===== src/verilog/sram_pkg.sv =====
package sram_pkg;

   // ==========================================================
   // logical word geometry.
   // ==========================================================
   localparam int DATA_W      = 132;              // full logical word.
   localparam int LANE_W      = 33;               // one logical lane.
   localparam int LANES       = 4;                // lanes per word.
   localparam int LANE_IDX_W  = 2;                // bits to number a lane.

   // ==========================================================
   // physical word geometry of the block RAM.
   // ==========================================================
   localparam int BYTE_W      = 8;                // write mask granule.
   localparam int LANE_BYTES  = 5;                // bytes per physical lane.
   localparam int PHYS_LANE_W = LANE_BYTES * BYTE_W;  // 40, top 7 bits are pad.
   localparam int PHYS_W      = LANES * PHYS_LANE_W;  // 160.
   localparam int MASK_W      = LANES * LANE_BYTES;   // 20 byte enables.

   // self-test command, sampled every cycle.
   typedef enum logic [1:0] {
      BIST_NOP   = 2'd0,                          // no request.
      BIST_RUN   = 2'd1,                          // start a run from idle.
      BIST_ABORT = 2'd2                           // drop a run in progress.
   } bist_cmd_e;

   // march sequence states.
   typedef enum logic [2:0] {
      ST_IDLE = 3'd0,                             // functional port owns the RAM.
      ST_WR0  = 3'd1,                             // pass 0, write P(a) ascending.
      ST_RD0  = 3'd2,                             // pass 1, read.
      ST_CMP0 = 3'd3,                             // pass 1, check against P(a).
      ST_WR1  = 3'd4,                             // pass 1, write ~P(a).
      ST_RD1  = 3'd5,                             // pass 2, read descending.
      ST_CMP1 = 3'd6,                             // pass 2, check against ~P(a).
      ST_DONE = 3'd7                              // one cycle, raises done.
   } bist_state_e;

endpackage


===== src/verilog/sram_bist.sv =====
module sram_bist #(
   parameter int ADDR_W = 7
) (
   input  logic                          memclk,
   input  logic                          rst,
   input  sram_pkg::bist_cmd_e           bist_cmd,
   // functional side.
   input  logic                          ce,
   input  logic                          rdwen,
   input  logic [ADDR_W-1:0]             addr,
   input  logic [sram_pkg::DATA_W-1:0]   bw,
   input  logic [sram_pkg::DATA_W-1:0]   din,
   // memory side.
   input  logic [sram_pkg::DATA_W-1:0]   mem_dout,
   output logic                          mem_ce,
   output logic                          mem_rdwen,
   output logic [ADDR_W-1:0]             mem_addr,
   output logic [sram_pkg::DATA_W-1:0]   mem_bw,
   output logic [sram_pkg::DATA_W-1:0]   mem_din,
   // status.
   output logic                          bist_busy,
   output logic                          bist_done,
   output logic                          bist_fail
);

   localparam logic [ADDR_W-1:0] ADDR_MAX = '1;   // last word of the array.

   sram_pkg::bist_state_e         state;          // march state.
   logic [ADDR_W-1:0]             cnt;            // march address.
   logic [sram_pkg::DATA_W-1:0]   pat;            // P(cnt).
   logic [sram_pkg::DATA_W-1:0]   pat_n;          // complement of P(cnt).
   logic                          abort_req;      // abort while a run is active.

   // ==========================================================
   // test pattern.
   // ==========================================================
   // low bits hold the address and the lane index sits just above them.
   function automatic logic [sram_pkg::DATA_W-1:0] pattern(input logic [ADDR_W-1:0] a);
      logic [sram_pkg::DATA_W-1:0] p;
      p = '0;
      for (int i = 0; i < sram_pkg::LANES; i++) begin
         p[i*sram_pkg::LANE_W +: ADDR_W] = a;
         p[i*sram_pkg::LANE_W + ADDR_W +: sram_pkg::LANE_IDX_W] =
            sram_pkg::LANE_IDX_W'(i);
      end
      return p;
   endfunction

   assign pat   = pattern(cnt);
   assign pat_n = ~pat;                           // inverse of every lane bit.

   // status decode from the state register.
   assign bist_busy = !(state inside {sram_pkg::ST_IDLE, sram_pkg::ST_DONE});
   assign bist_done = (state == sram_pkg::ST_DONE);   // single cycle by construction.
   assign abort_req = bist_busy && (bist_cmd == sram_pkg::BIST_ABORT);

   // ==========================================================
   // march sequencer.
   // ==========================================================
   always_ff @(posedge memclk) begin
      if (rst) begin
         state     <= sram_pkg::ST_IDLE;
         cnt       <= '0;
         bist_fail <= 1'b0;
      end else if (abort_req) begin
         state <= sram_pkg::ST_IDLE;              // no done pulse on abort.
      end else begin
         case (state)
            sram_pkg::ST_IDLE: begin
               if (bist_cmd == sram_pkg::BIST_RUN) begin
                  state     <= sram_pkg::ST_WR0;
                  cnt       <= '0;
                  bist_fail <= 1'b0;              // each run starts with a clear flag.
               end
            end
            sram_pkg::ST_WR0: begin
               cnt <= cnt + 1'b1;                 // wraps to 0 for pass 1.
               if (cnt == ADDR_MAX) state <= sram_pkg::ST_RD0;
            end
            sram_pkg::ST_RD0: state <= sram_pkg::ST_CMP0;
            sram_pkg::ST_CMP0: begin
               if (mem_dout != pat) bist_fail <= 1'b1;
               state <= sram_pkg::ST_WR1;
            end
            sram_pkg::ST_WR1: begin
               if (cnt == ADDR_MAX) begin
                  state <= sram_pkg::ST_RD1;      // pass 2 starts from the top.
               end else begin
                  cnt   <= cnt + 1'b1;
                  state <= sram_pkg::ST_RD0;
               end
            end
            sram_pkg::ST_RD1: state <= sram_pkg::ST_CMP1;
            sram_pkg::ST_CMP1: begin
               if (mem_dout != pat_n) bist_fail <= 1'b1;
               if (cnt == '0) begin
                  state <= sram_pkg::ST_DONE;
               end else begin
                  cnt   <= cnt - 1'b1;            // descending.
                  state <= sram_pkg::ST_RD1;
               end
            end
            default: state <= sram_pkg::ST_IDLE;  // ST_DONE lasts one cycle.
         endcase
      end
   end

   // ==========================================================
   // memory port mux.
   // ==========================================================
   always_comb begin
      if (bist_busy) begin
         // compare states leave the port idle while the read data is checked.
         mem_ce    = state inside {sram_pkg::ST_WR0, sram_pkg::ST_RD0,
                                   sram_pkg::ST_WR1, sram_pkg::ST_RD1};
         mem_rdwen = state inside {sram_pkg::ST_RD0, sram_pkg::ST_RD1};
         mem_addr  = cnt;
         mem_bw    = '1;                          // every lane written.
         mem_din   = (state == sram_pkg::ST_WR1) ? pat_n : pat;
      end else begin
         mem_ce    = ce;                          // functional port straight through.
         mem_rdwen = rdwen;
         mem_addr  = addr;
         mem_bw    = bw;
         mem_din   = din;
      end
      if (rst) mem_ce = 1'b0;                     // RAM port stays quiet in reset.
   end

endmodule


===== config.mk =====
export PLATFORM = sky130hd
export DESIGN_NAME = sram_bist
export DESIGN_NICKNAME = d
export VERILOG_FILES = /design/src/verilog/sram_pkg.sv /design/src/verilog/sram_bist.sv
export SDC_FILE = /design/constraint.sdc
export NUM_CORES = 1
export LEC_CHECK = 0
export ABC_CLOCK_PERIOD_IN_PS = 2100
export BUFFER_PORTS_ARGS = -buffer_cell sky130_fd_sc_hd__buf_2
export CAP_MARGIN = 40
export CORE_AREA = 2 2 264 266
export CTS_CLUSTER_SIZE = 24
export DETAILED_ROUTE_END_ITERATION = 8
export DIE_AREA = 0 0 266 268
export SYNTH_ARGS = -nofsm -noshare
export SYNTH_HDL_FRONTEND = slang
export SYNTH_SLANG_ARGS = --single-unit

===== constraint.sdc =====
create_clock -name memclk -period 2.1 [get_ports memclk]
set_input_delay 0.105 -clock memclk [delete_from_list [all_inputs] [get_ports memclk]]
set_output_delay 0.105 -clock memclk [all_outputs]
set_load 0.03 [all_outputs]

After elaboration in Yosys (flattened, before gate mapping):

Index checks and enable logic that the tools add are counted.

* $add $sub $neg: 2
* $mul: 0
* div/mod/pow operators: 0
* order comparisons: 0
* eq/ne operators: 18
* shift-type cells: 0
* multiplexer cells: 20
* bitwise operators: 2
* reductions and logical operators: 13

Operators with widths (count)
* 2-to-1 mux 132 bit: 3
* != test 132 x 108 -> 1 bit: 1
* != test 132 bit: 1
* NOT 108 -> 132 bit: 1
* 2-to-1 mux 7 bit: 4
* one-hot mux 7 bit (4 select lines): 1
* one-hot mux 3 bit (7 select lines): 1
* equality test 3 bit (second input constant): 4
* != test 2 bit (second input constant): 5
* AND reduction 5 bit: 2
* 2-to-1 mux 3 bit: 3
* nonzero test 4 bit: 2
* adder 7 x 1 -> 7 bit (second input constant): 1
* equality test 7 bit (second input constant): 1
* logical NOT 7 bit: 1
* subtractor 7 x 1 -> 7 bit (second input constant): 1
* equality test 3 x 2 -> 1 bit (second input constant): 2
* 2-to-1 mux 1 bit: 6
* nonzero test 2 bit: 2
* equality test 3 x 1 -> 1 bit (second input constant): 1
* logical NOT 3 bit: 1
* one-hot mux 1 bit (3 select lines): 1
* nonzero test 3 bit: 1
* equality test 2 x 1 -> 1 bit (second input constant): 1
* other kinds (8): 8

* register bits: 11
* latch bits: 0
* RAM bits: 0
* ROM bits: 0
* bits of input ports: 409
* output and inout bits: 276
* word-level logic and storage cells: 58
* memories: 0

Longest topological paths before layout:

Gate-level depths: netlist of run 1.

* depth in word-level cells: 6
* gate-level depth with buffers: 11
* mapped depth without buffers: 10

Least setup slack after synthesis of run 1:

OpenSTA, ideal clock, no wires.

* kind: register to register
* start point: register state[2]
* end point: register cnt[6]
* library setup time: 117 ps
* arrival time: 2200 ps
* data required time: 1983 ps
* slack: -217 ps
* cell stages (with the launch flop): 12
* path buffers: 1
* clock period less this slack: 2317 ps
* cell sequence: dfxtp_1 > buf_2 > nor2b_1 > nand2_1 > inv_1 > ha_1 > a211oi_1 > o21bai_1 > a21oi_1 > xnor2_1 > o21ai_1 > a32o_1

* longest elaborated chain between the ends: 6
* elaborated cells between the ends (all ways): 15
* those cells by class: eq/ne (7); mux (1); bitwise (1); reduce/logical (6)

RTL lines
* start, declared: line sram_bist.sv:28 `sram_pkg::bist_state_e state;`
* start signal, assigned: line sram_bist.sv:62 `state <= sram_pkg::ST_IDLE;`
* start signal, assigned: line sram_bist.sv:66 `state <= sram_pkg::ST_IDLE;`
* start signal, assigned: line sram_bist.sv:71 `state <= sram_pkg::ST_WR0;`
* equality test 3 bit or logical NOT 3 bit (tied branches): line sram_bist.sv:53, sram_bist.sv:68
* nonzero test 2 bit: line sram_bist.sv:53 `assign bist_busy = !(state inside {sram_pkg::ST_IDLE, sram_pkg::ST_DONE});`
* logical NOT 1 bit: line sram_bist.sv:53
* logical AND 1 bit: line sram_bist.sv:55 `assign abort_req = bist_busy && (bist_cmd == sram_pkg::BIST_ABORT);`
* NOT 1 bit (no source line)
* AND reduction 5 bit (no source line)
* end signal, assigned: line sram_bist.sv:77 `cnt <= cnt + 1'b1;`
* end signal, assigned: line sram_bist.sv:89 `cnt <= cnt + 1'b1;`
* end signal, assigned: line sram_bist.sv:99 `cnt <= cnt - 1'b1;`
* end, declared: line sram_bist.sv:29 `logic [ADDR_W-1:0] cnt;`

Parallel ways exist; a longest one is shown, timed or not.
A chain may end at the register's enable or synchronous reset.

Worst setup path after layout of run 1:

* start point: register state[1]
* end point: output mem_din[0] in the netlist's numbering

* longest elaborated chain between the ends: 3
* elaborated cells between the ends (all ways): 6
* those cells by class: eq/ne (2); mux (2); reduce/logical (2)

RTL lines
* equality test 3 bit (tied with other cells): line sram_bist.sv:119 `mem_din = (state == sram_pkg::ST_WR1) ? pat_n : pat;`
* 2-to-1 mux 132 bit or nonzero test 2 bit (tied branches): line sram_bist.sv:119, sram_bist.sv:53
* 2-to-1 mux 132 bit (*): line sram_bist.sv:112 `if (bist_busy) begin`
* end, declared: line sram_bist.sv:19 `output logic [sram_pkg::DATA_W-1:0] mem_din,`

Every way passes the cells marked *; elsewhere a longest branch is shown, timed or not.

==> summary.txt, run 1 <==
Outcome
  – Status: complete, no violations

Synthesis
  – Async S/R FF share, synth: 0
  – Syn avg cell area: 6.41 um^2
  – Synth Cell Area: 4030 um^2
  – Synth warnings: 0
  – Post-synthesis sequential area ratio: 0.0547
  – Post-synth EDFFs: 0
  – Synthesis-stage register bit count: 11
  – Ys flop type: dfxtp_1
  – Top cells by count, synth: nand2b_1 (136), a21o_1 (103), nand2_1 (55)
  – Yosys top cell area share: 0.211
  – Distinct cells, synth: 49
  – Top-count cell post-synth: nand2b_1
  – Syn nets: 1,043
  – Post-synth top area cell: nand2b_1
  – Post-Synthesis Cells: 628
  – Synth area leaders: nand2b_1 (21%), a21o_1 (19%), dfxtp_1 (5.5%), o21a_1 (5.4%), nand2_1 (5.1%)

Finish
  – Utilization after layout: 0.147
  – Layout fillers: 7,859
  – Area grow syn2layout: 149%
  – Fin cells: 2,262
  – Register area: 224 um^2
  – Layout cells sized above 1: 0.592
  – # nets final: 1,752
  – Multi-input logic area: 3660 um^2

Global route
  – Pin count of the biggest net entering global routing: 68
  – Gr ovfl total: 0
  – Gr usage total: 0.131
  – First-pass GRT wire length: 62,500 um
  – Initial antenna violation count: 96
  – Number of global-route vias before repair: 7,265

Setup path
  – Crit-path cells: buf_6 -> or2_4 -> o21ai_4 -> buf_12 -> buf_8 -> inv_12 -> buf_8 -> o21a_1 -> buf_4
  – Crit start category: flop
  – Crit path arrival time: 1.96 ns
  – Setup crit end kind: output port
  – Req. time, crit path: 2.00 ns
  – Max Fanout on Critical Path: 24
  – Cell mode on critical path: buf_8
  – Worst R2R Path Depth: 10
  – Max stage delay on crit path: 0.34 ns
  – Kind of critical path: flop to output port
  – Critical-path top delay cell: dfxtp_2

Floorplan
  – Die W: 266 um
  – Starting Density: 0.0590
  – Core area: 68,200 um^2
  – # IOs: 685
  – Die height: 268 um
  – Die area: 71,300 um^2
  – Rows: 96

Clock tree
  – Num CTS Buffers: 3
  – Root cell of the clock tree: clkbuf_16
  – Clk_lat worst skew: 0.24 ns
  – CTS tree: yes
  – Clock Path Buffers: 2
  – CTS clk-pin slew, worst paths: 0.05 ns
  – CTS H-tree depth: 1
  – Clk sinks: 11

Pwr
  – Peak supply drop: 0.194 mV
  – Pleak: 5.34 nW
  – Cell Pwr Density: 362 nW/um^2

Timing
  – Period minus WS final: 2.07 ns
  – Post-route clock skew: 0.00418 ns
  – Final max-slew violation count: 0
  – Fmax: 0.483 GHz
  – Max-slew headroom: 0.569
  – Tcrit/Tclk final: 0.985
  – Slew @ Worst Pin: 0.640 ns
  – RSZ-0062 raised after global routing: true
  – Endpoints failing setup: 0
  – Final Hold Fails: 0

Drt
  – Initial DRT Pass Iterations: 5
  – Average wire per standard cell: 23.2 um
  – DR vias/cell: 3.60
  – Final ANT Viol Nets: 0
  – Routed vias: 8,143
  – Post-Route WL: 52,500 um
  – 1st-iter DRT viols: 520
  – Drc violations: 0

Place
  – I/O Buffers: 684
  – Cells after DPL: 2,194
  – GPL Wtd Cong: 0.921
  – HPWL Detailed: 45,300 um

Hold path
  – WHS Path Cells: 2
  – Min-Delay Path Class: input pin to flop

Job
  – Number of max-cap violations: 0
[registers in the layout, indices dropped and copies added, names as in the netlist]
signal     count
bist_fail      1
cnt            7
state          3
[placed cells by master, fill, tap and decap left out, drive strengths merged, types with 13 or more instances in the layout]
cell    instances
diode          44
nand4          32
nor4           32
nand2          55
buf           750
o21a           29
nor2           39
nand2b        136
a21oi          13
o21ai          17
a21o          103
[routing by layer]
metal  global-route usage  part of all wire  up-vias
li1                     -                 -     3755
met3                0.103              0.17      167
met2                0.229              0.47      583
met1                0.114              0.31     3548
met4               0.0407             0.035       90
met5                    0             0.011        -
[power by group]
group	internal, mW	switching (mW)
logic	1.18	1.88
registers	0.212	0.00291
clock network	0.253	0.106
total	1.64	1.98
[cells by family (layout without fill, tap and decap cells)]
group	after synthesis	in the layout	synth area share
and+or+nand+nor	346	346	0.484
AOI/OAI and AO/OA	184	184	0.333
buffers and inverters	61	769	0.0621
xor gates and xnor gates	14	14	0.0304
DFF	11	11	0.0547
adders and majority gates	6	6	0.0205
muxes	6	6	0.0149
other	0	44	0
[metrics by stage]
step	power [mW]	cell area (um^2)	hold WS [ns]	setup TNS (ns)	setup slack [ns]
5_1_grt	3.80	9970	0.235	-0.427	-0.0368
2_1_floorplan	1.74	4070	0.305	0	0.0165
3_5_place_dp	2.97	8930	0.468	-0.951	-0.0444
3_3_place_gp	2.96	8930	0.464	0	0.0171
6_report	3.63	10000	0.216	0	0.0317
4_1_cts	3.59	9670	0.217	0	0.00470
[what timing repair did]
action,CTS,global route
cloned,5,5
pin swaps,3,10
endpoints found under the setup margin,271,179
hold buffers,0,0
setup buffers,8,2
resized for setup,151,49
[worst max-delay path, delay by kind of cell, from the launching register on]
kind | cells | cell delay [ns]
buffers and inverters | 6 | 0.79
DFF | 1 | 0.34
AOI/OAI and AO/OA | 2 | 0.32
and+or+nand+nor | 1 | 0.24
[area by class of cell]
class                      instances  share of cell area
timing repair buffer             759               0.481
multi-input combinational        556               0.364
tap                              882               0.110
sequential                        11              0.0223
antenna                           44              0.0110
clock buffer                       3             0.00748
inverter                           6             0.00399
clock inverter                     1            0.000499
[worst paths after layout]
path	start	end	slack [ns]
worst min-delay path	rst	cnt[0]	0.22
worst max register to register	state[2]	cnt[5]	0.09
worst min register to register	cnt[1]	cnt[1]	0.61
worst max-delay path	state[1]	mem_din[0]	0.03
Note: power is estimated with default switching activity, not from simulation.
==> inputs of run 2 (changes only) <==
--- a/config.mk
+++ b/config.mk
@@ -6,7 +6,7 @@
 export NUM_CORES = 1
 export LEC_CHECK = 0
 export ABC_CLOCK_PERIOD_IN_PS = 2100
-export BUFFER_PORTS_ARGS = -buffer_cell sky130_fd_sc_hd__buf_2
+export BUFFER_PORTS_ARGS = -buffer_cell sky130_fd_sc_hd__buf_4
 export CAP_MARGIN = 40
 export CORE_AREA = 2 2 264 266
 export CTS_CLUSTER_SIZE = 24
==> run 2 against run 1 <==
  * Via count is 0.96% lower
  * Setup slack got worse by 0.0020 ns
  * Register-to-register slack hardly changed
  * Core utilization rose by 2.3 points
  * Sequential power is essentially flat
  * Clock power fell by 3%
  * Fmax barely moved
  * Count of clock-buffer cells in the layout did not move
  * Critical path depth is 1 higher
  * Global-route usage is 0.55 points higher
  * Critical endpoint is now mem_addr[0]
  * Highest routed layer unchanged
==> summary.txt, run 2 (synthesis results as in run 1) <==
Floorplan
  – Die W: 266 um
  – Die area: 71,300 um^2
  – Die height: 268 um
  – Starting Density: 0.0590
  – Core area: 68,200 um^2
  – # IOs: 685
  – Rows: 96

Clock tree
  – CTS clk-pin slew, worst paths: 0.04 ns
  – Post-CTS Hold Fix Bufs: 0
  – Clk_lat worst skew: 0.24 ns
  – Clock Path Buffers: 2
  – Clk sinks: 11
  – CTS tree: yes
  – Root cell of the clock tree: clkbuf_16
  – CTS H-tree depth: 1
  – Num CTS Buffers: 3

Timing
  – Final hold slack: 0.174 ns
  – Final max-slew violation count: 0
  – Fmax: 0.483 GHz
  – Max-slew headroom: 0.700
  – Slew @ Worst Pin: 0.439 ns
  – Endpoints failing setup: 0
  – RSZ-0062 raised after global routing: true
  – Post-route clock skew: 0.00425 ns
  – Period minus WS final: 2.07 ns
  – Final Hold Fails: 0
  – Final setup TNS: 0 ns
  – Tcrit/Tclk final: 0.986

Finish
  – Max reg flops: 7
  – Biggest regs: cnt x7, state x3, bist_fail x1
  – Area grow syn2layout: 189%
  – Fin cells: 2,260
  – Most frequent cells in the layout: buf_4 (716), nand2b_1 (136), a21o_1 (103), nand2_1 (45), nor2_1 (37)
  – # nets final: 1,770
  – Top reg by flops: cnt
  – Layout cells sized above 1: 0.600
  – Most common cell after layout, fill and taps aside: buf_4

Hold path
  – Hold Path Origin: rst
  – Min-Delay Path Class: input pin to flop
  – WHS Path Cells: 2
  – Worst Hold Path EP: cnt[0]

Global route
  – Number of global-route vias before repair: 7,730
  – Initial antenna violation count: 47
  – First-pass GRT wire length: 66,000 um
  – Gr usage total: 0.137
  – Pin count of the biggest net entering global routing: 86
  – Gr ovfl total: 0

Outcome
  – Status: complete, no violations

Setup path
  – Setup crit end kind: output port
  – Max Fanout on Critical Path: 15
  – Max stage delay on crit path: 0.31 ns
  – Family with the most delay on the worst path: buffers and inverters
  – Reg-to-Reg End: cnt[5]
  – Req. time, crit path: 2.00 ns
  – Crit path arrival time: 1.97 ns
  – Worst R2R Path Depth: 10
  – Kind of critical path: flop to output port
  – Crit-path cells: buf_4 -> or2_4 -> o21ai_4 -> buf_12 -> buf_12 -> inv_12 -> bufbuf_16 -> nand2_2 -> nand2_2 -> buf_6
  – Flop-to-flop setup slack: 0.09 ns
  – Worst R2R Start: state[2]
  – Buf+Inv Stages, Crit Path: 6
  – Crit start category: flop
  – Critical-path top delay cell: dfxtp_2

Place
  – Cells after DPL: 2,200
  – I/O Buffers: 684
  – HPWL Detailed: 46,600 um
  – GPL Wtd Cong: 0.877

Pwr
  – Pleak: 5.99 nW
  – Gate power share: 0.861
  – Cell Pwr Density: 349 nW/um^2
  – Clock power frac: 0.086
  – Int Pwr: 2.03 mW
  – Reg power frac: 0.053
  – Peak supply drop: 0.200 mV
  – Switching part of the total: 0.499
  – P_sw: 2.02 mW

Drt
  – Final ANT Viol Nets: 0
  – Drc violations: 0
  – Post-Route WL: 53,500 um
  – DR vias/cell: 3.57
  – 1st-iter DRT viols: 452
  – Routed vias: 8,065
  – Initial DRT Pass Iterations: 5
  – Average wire per standard cell: 23.7 um

Job
  – Number of max-cap violations: 0
## run 2: cell types whose count changed in the layout (fill, tap and decap cells not counted), moves of 2 or more
cell	delta
buf_12	+3
buf_2	-559
buf_4	+570
buf_6	+10
buf_8	-3
clkbuf_4	-4
diode_2	-20
o21a_1	-2
o21a_4	+2
## run 2: worst max path at each step
stage	end	cells after the start	start	slack, ns
after floorplan	cnt[6]	11	state[2]	0.02
after global placement	mem_din[37]	7	state[1]	-0.09
after detailed placement	mem_din[4]	7	state[1]	-0.08
after CTS	mem_din[106]	10	state[2]	-0.008
after global routing	mem_din[106]	10	state[1]	-0.04
final	mem_addr[0]	10	state[1]	0.03
## run 2: stage by stage
step	utilization	area [um^2]	worst slack, ns	total power, mW
after global placement	0.156	10600	-0.0914	3.47
after global routing	0.170	11600	-0.0438	4.23
after floorplan	-	4070	0.0165	1.74
after detailed placement	0.156	10600	-0.0823	3.47
after CTS	0.164	11200	-0.00820	4.01
final	0.170	11600	0.0298	4.06
## run 2: layout make-up
class | instances | area (um^2)
diodes | 24 | 60.1
clock buffers | 3 | 75.1
clock inverters | 1 | 5.00
fillers | 7782 | 56600
inverters | 6 | 37.5
multi-input cells | 556 | 3680
flip-flops and latches | 11 | 224
well taps | 882 | 1100
repair buffers | 777 | 6440
## run 2: what timing repair did
item                       4_1_cts  5_1_grt
resized for setup               43       38
setup endpoints to repair      237      229
cloned                           8        4
buffers inserted                10       10
pin swaps                        4        9
## run 2: metal layers
layer	up-vias	routed length [um]	global-route usage
li1	3744	-	-
met1	3693	19100	0.139
met2	494	25700	0.237
met3	92	7040	0.0783
met4	42	1500	0.0410
met5	-	258	0
## run 2: power by group through the flow
stage | clock [mW] | sequential, mW | combinational (mW)
3_3_place_gp | 0 | 0.219 | 3.25
4_1_cts | 0.358 | 0.215 | 3.44
3_5_place_dp | 0 | 0.219 | 3.25
2_1_floorplan | 0 | 0.219 | 1.52
5_1_grt | 0.367 | 0.215 | 3.65
6_report | 0.349 | 0.215 | 3.49
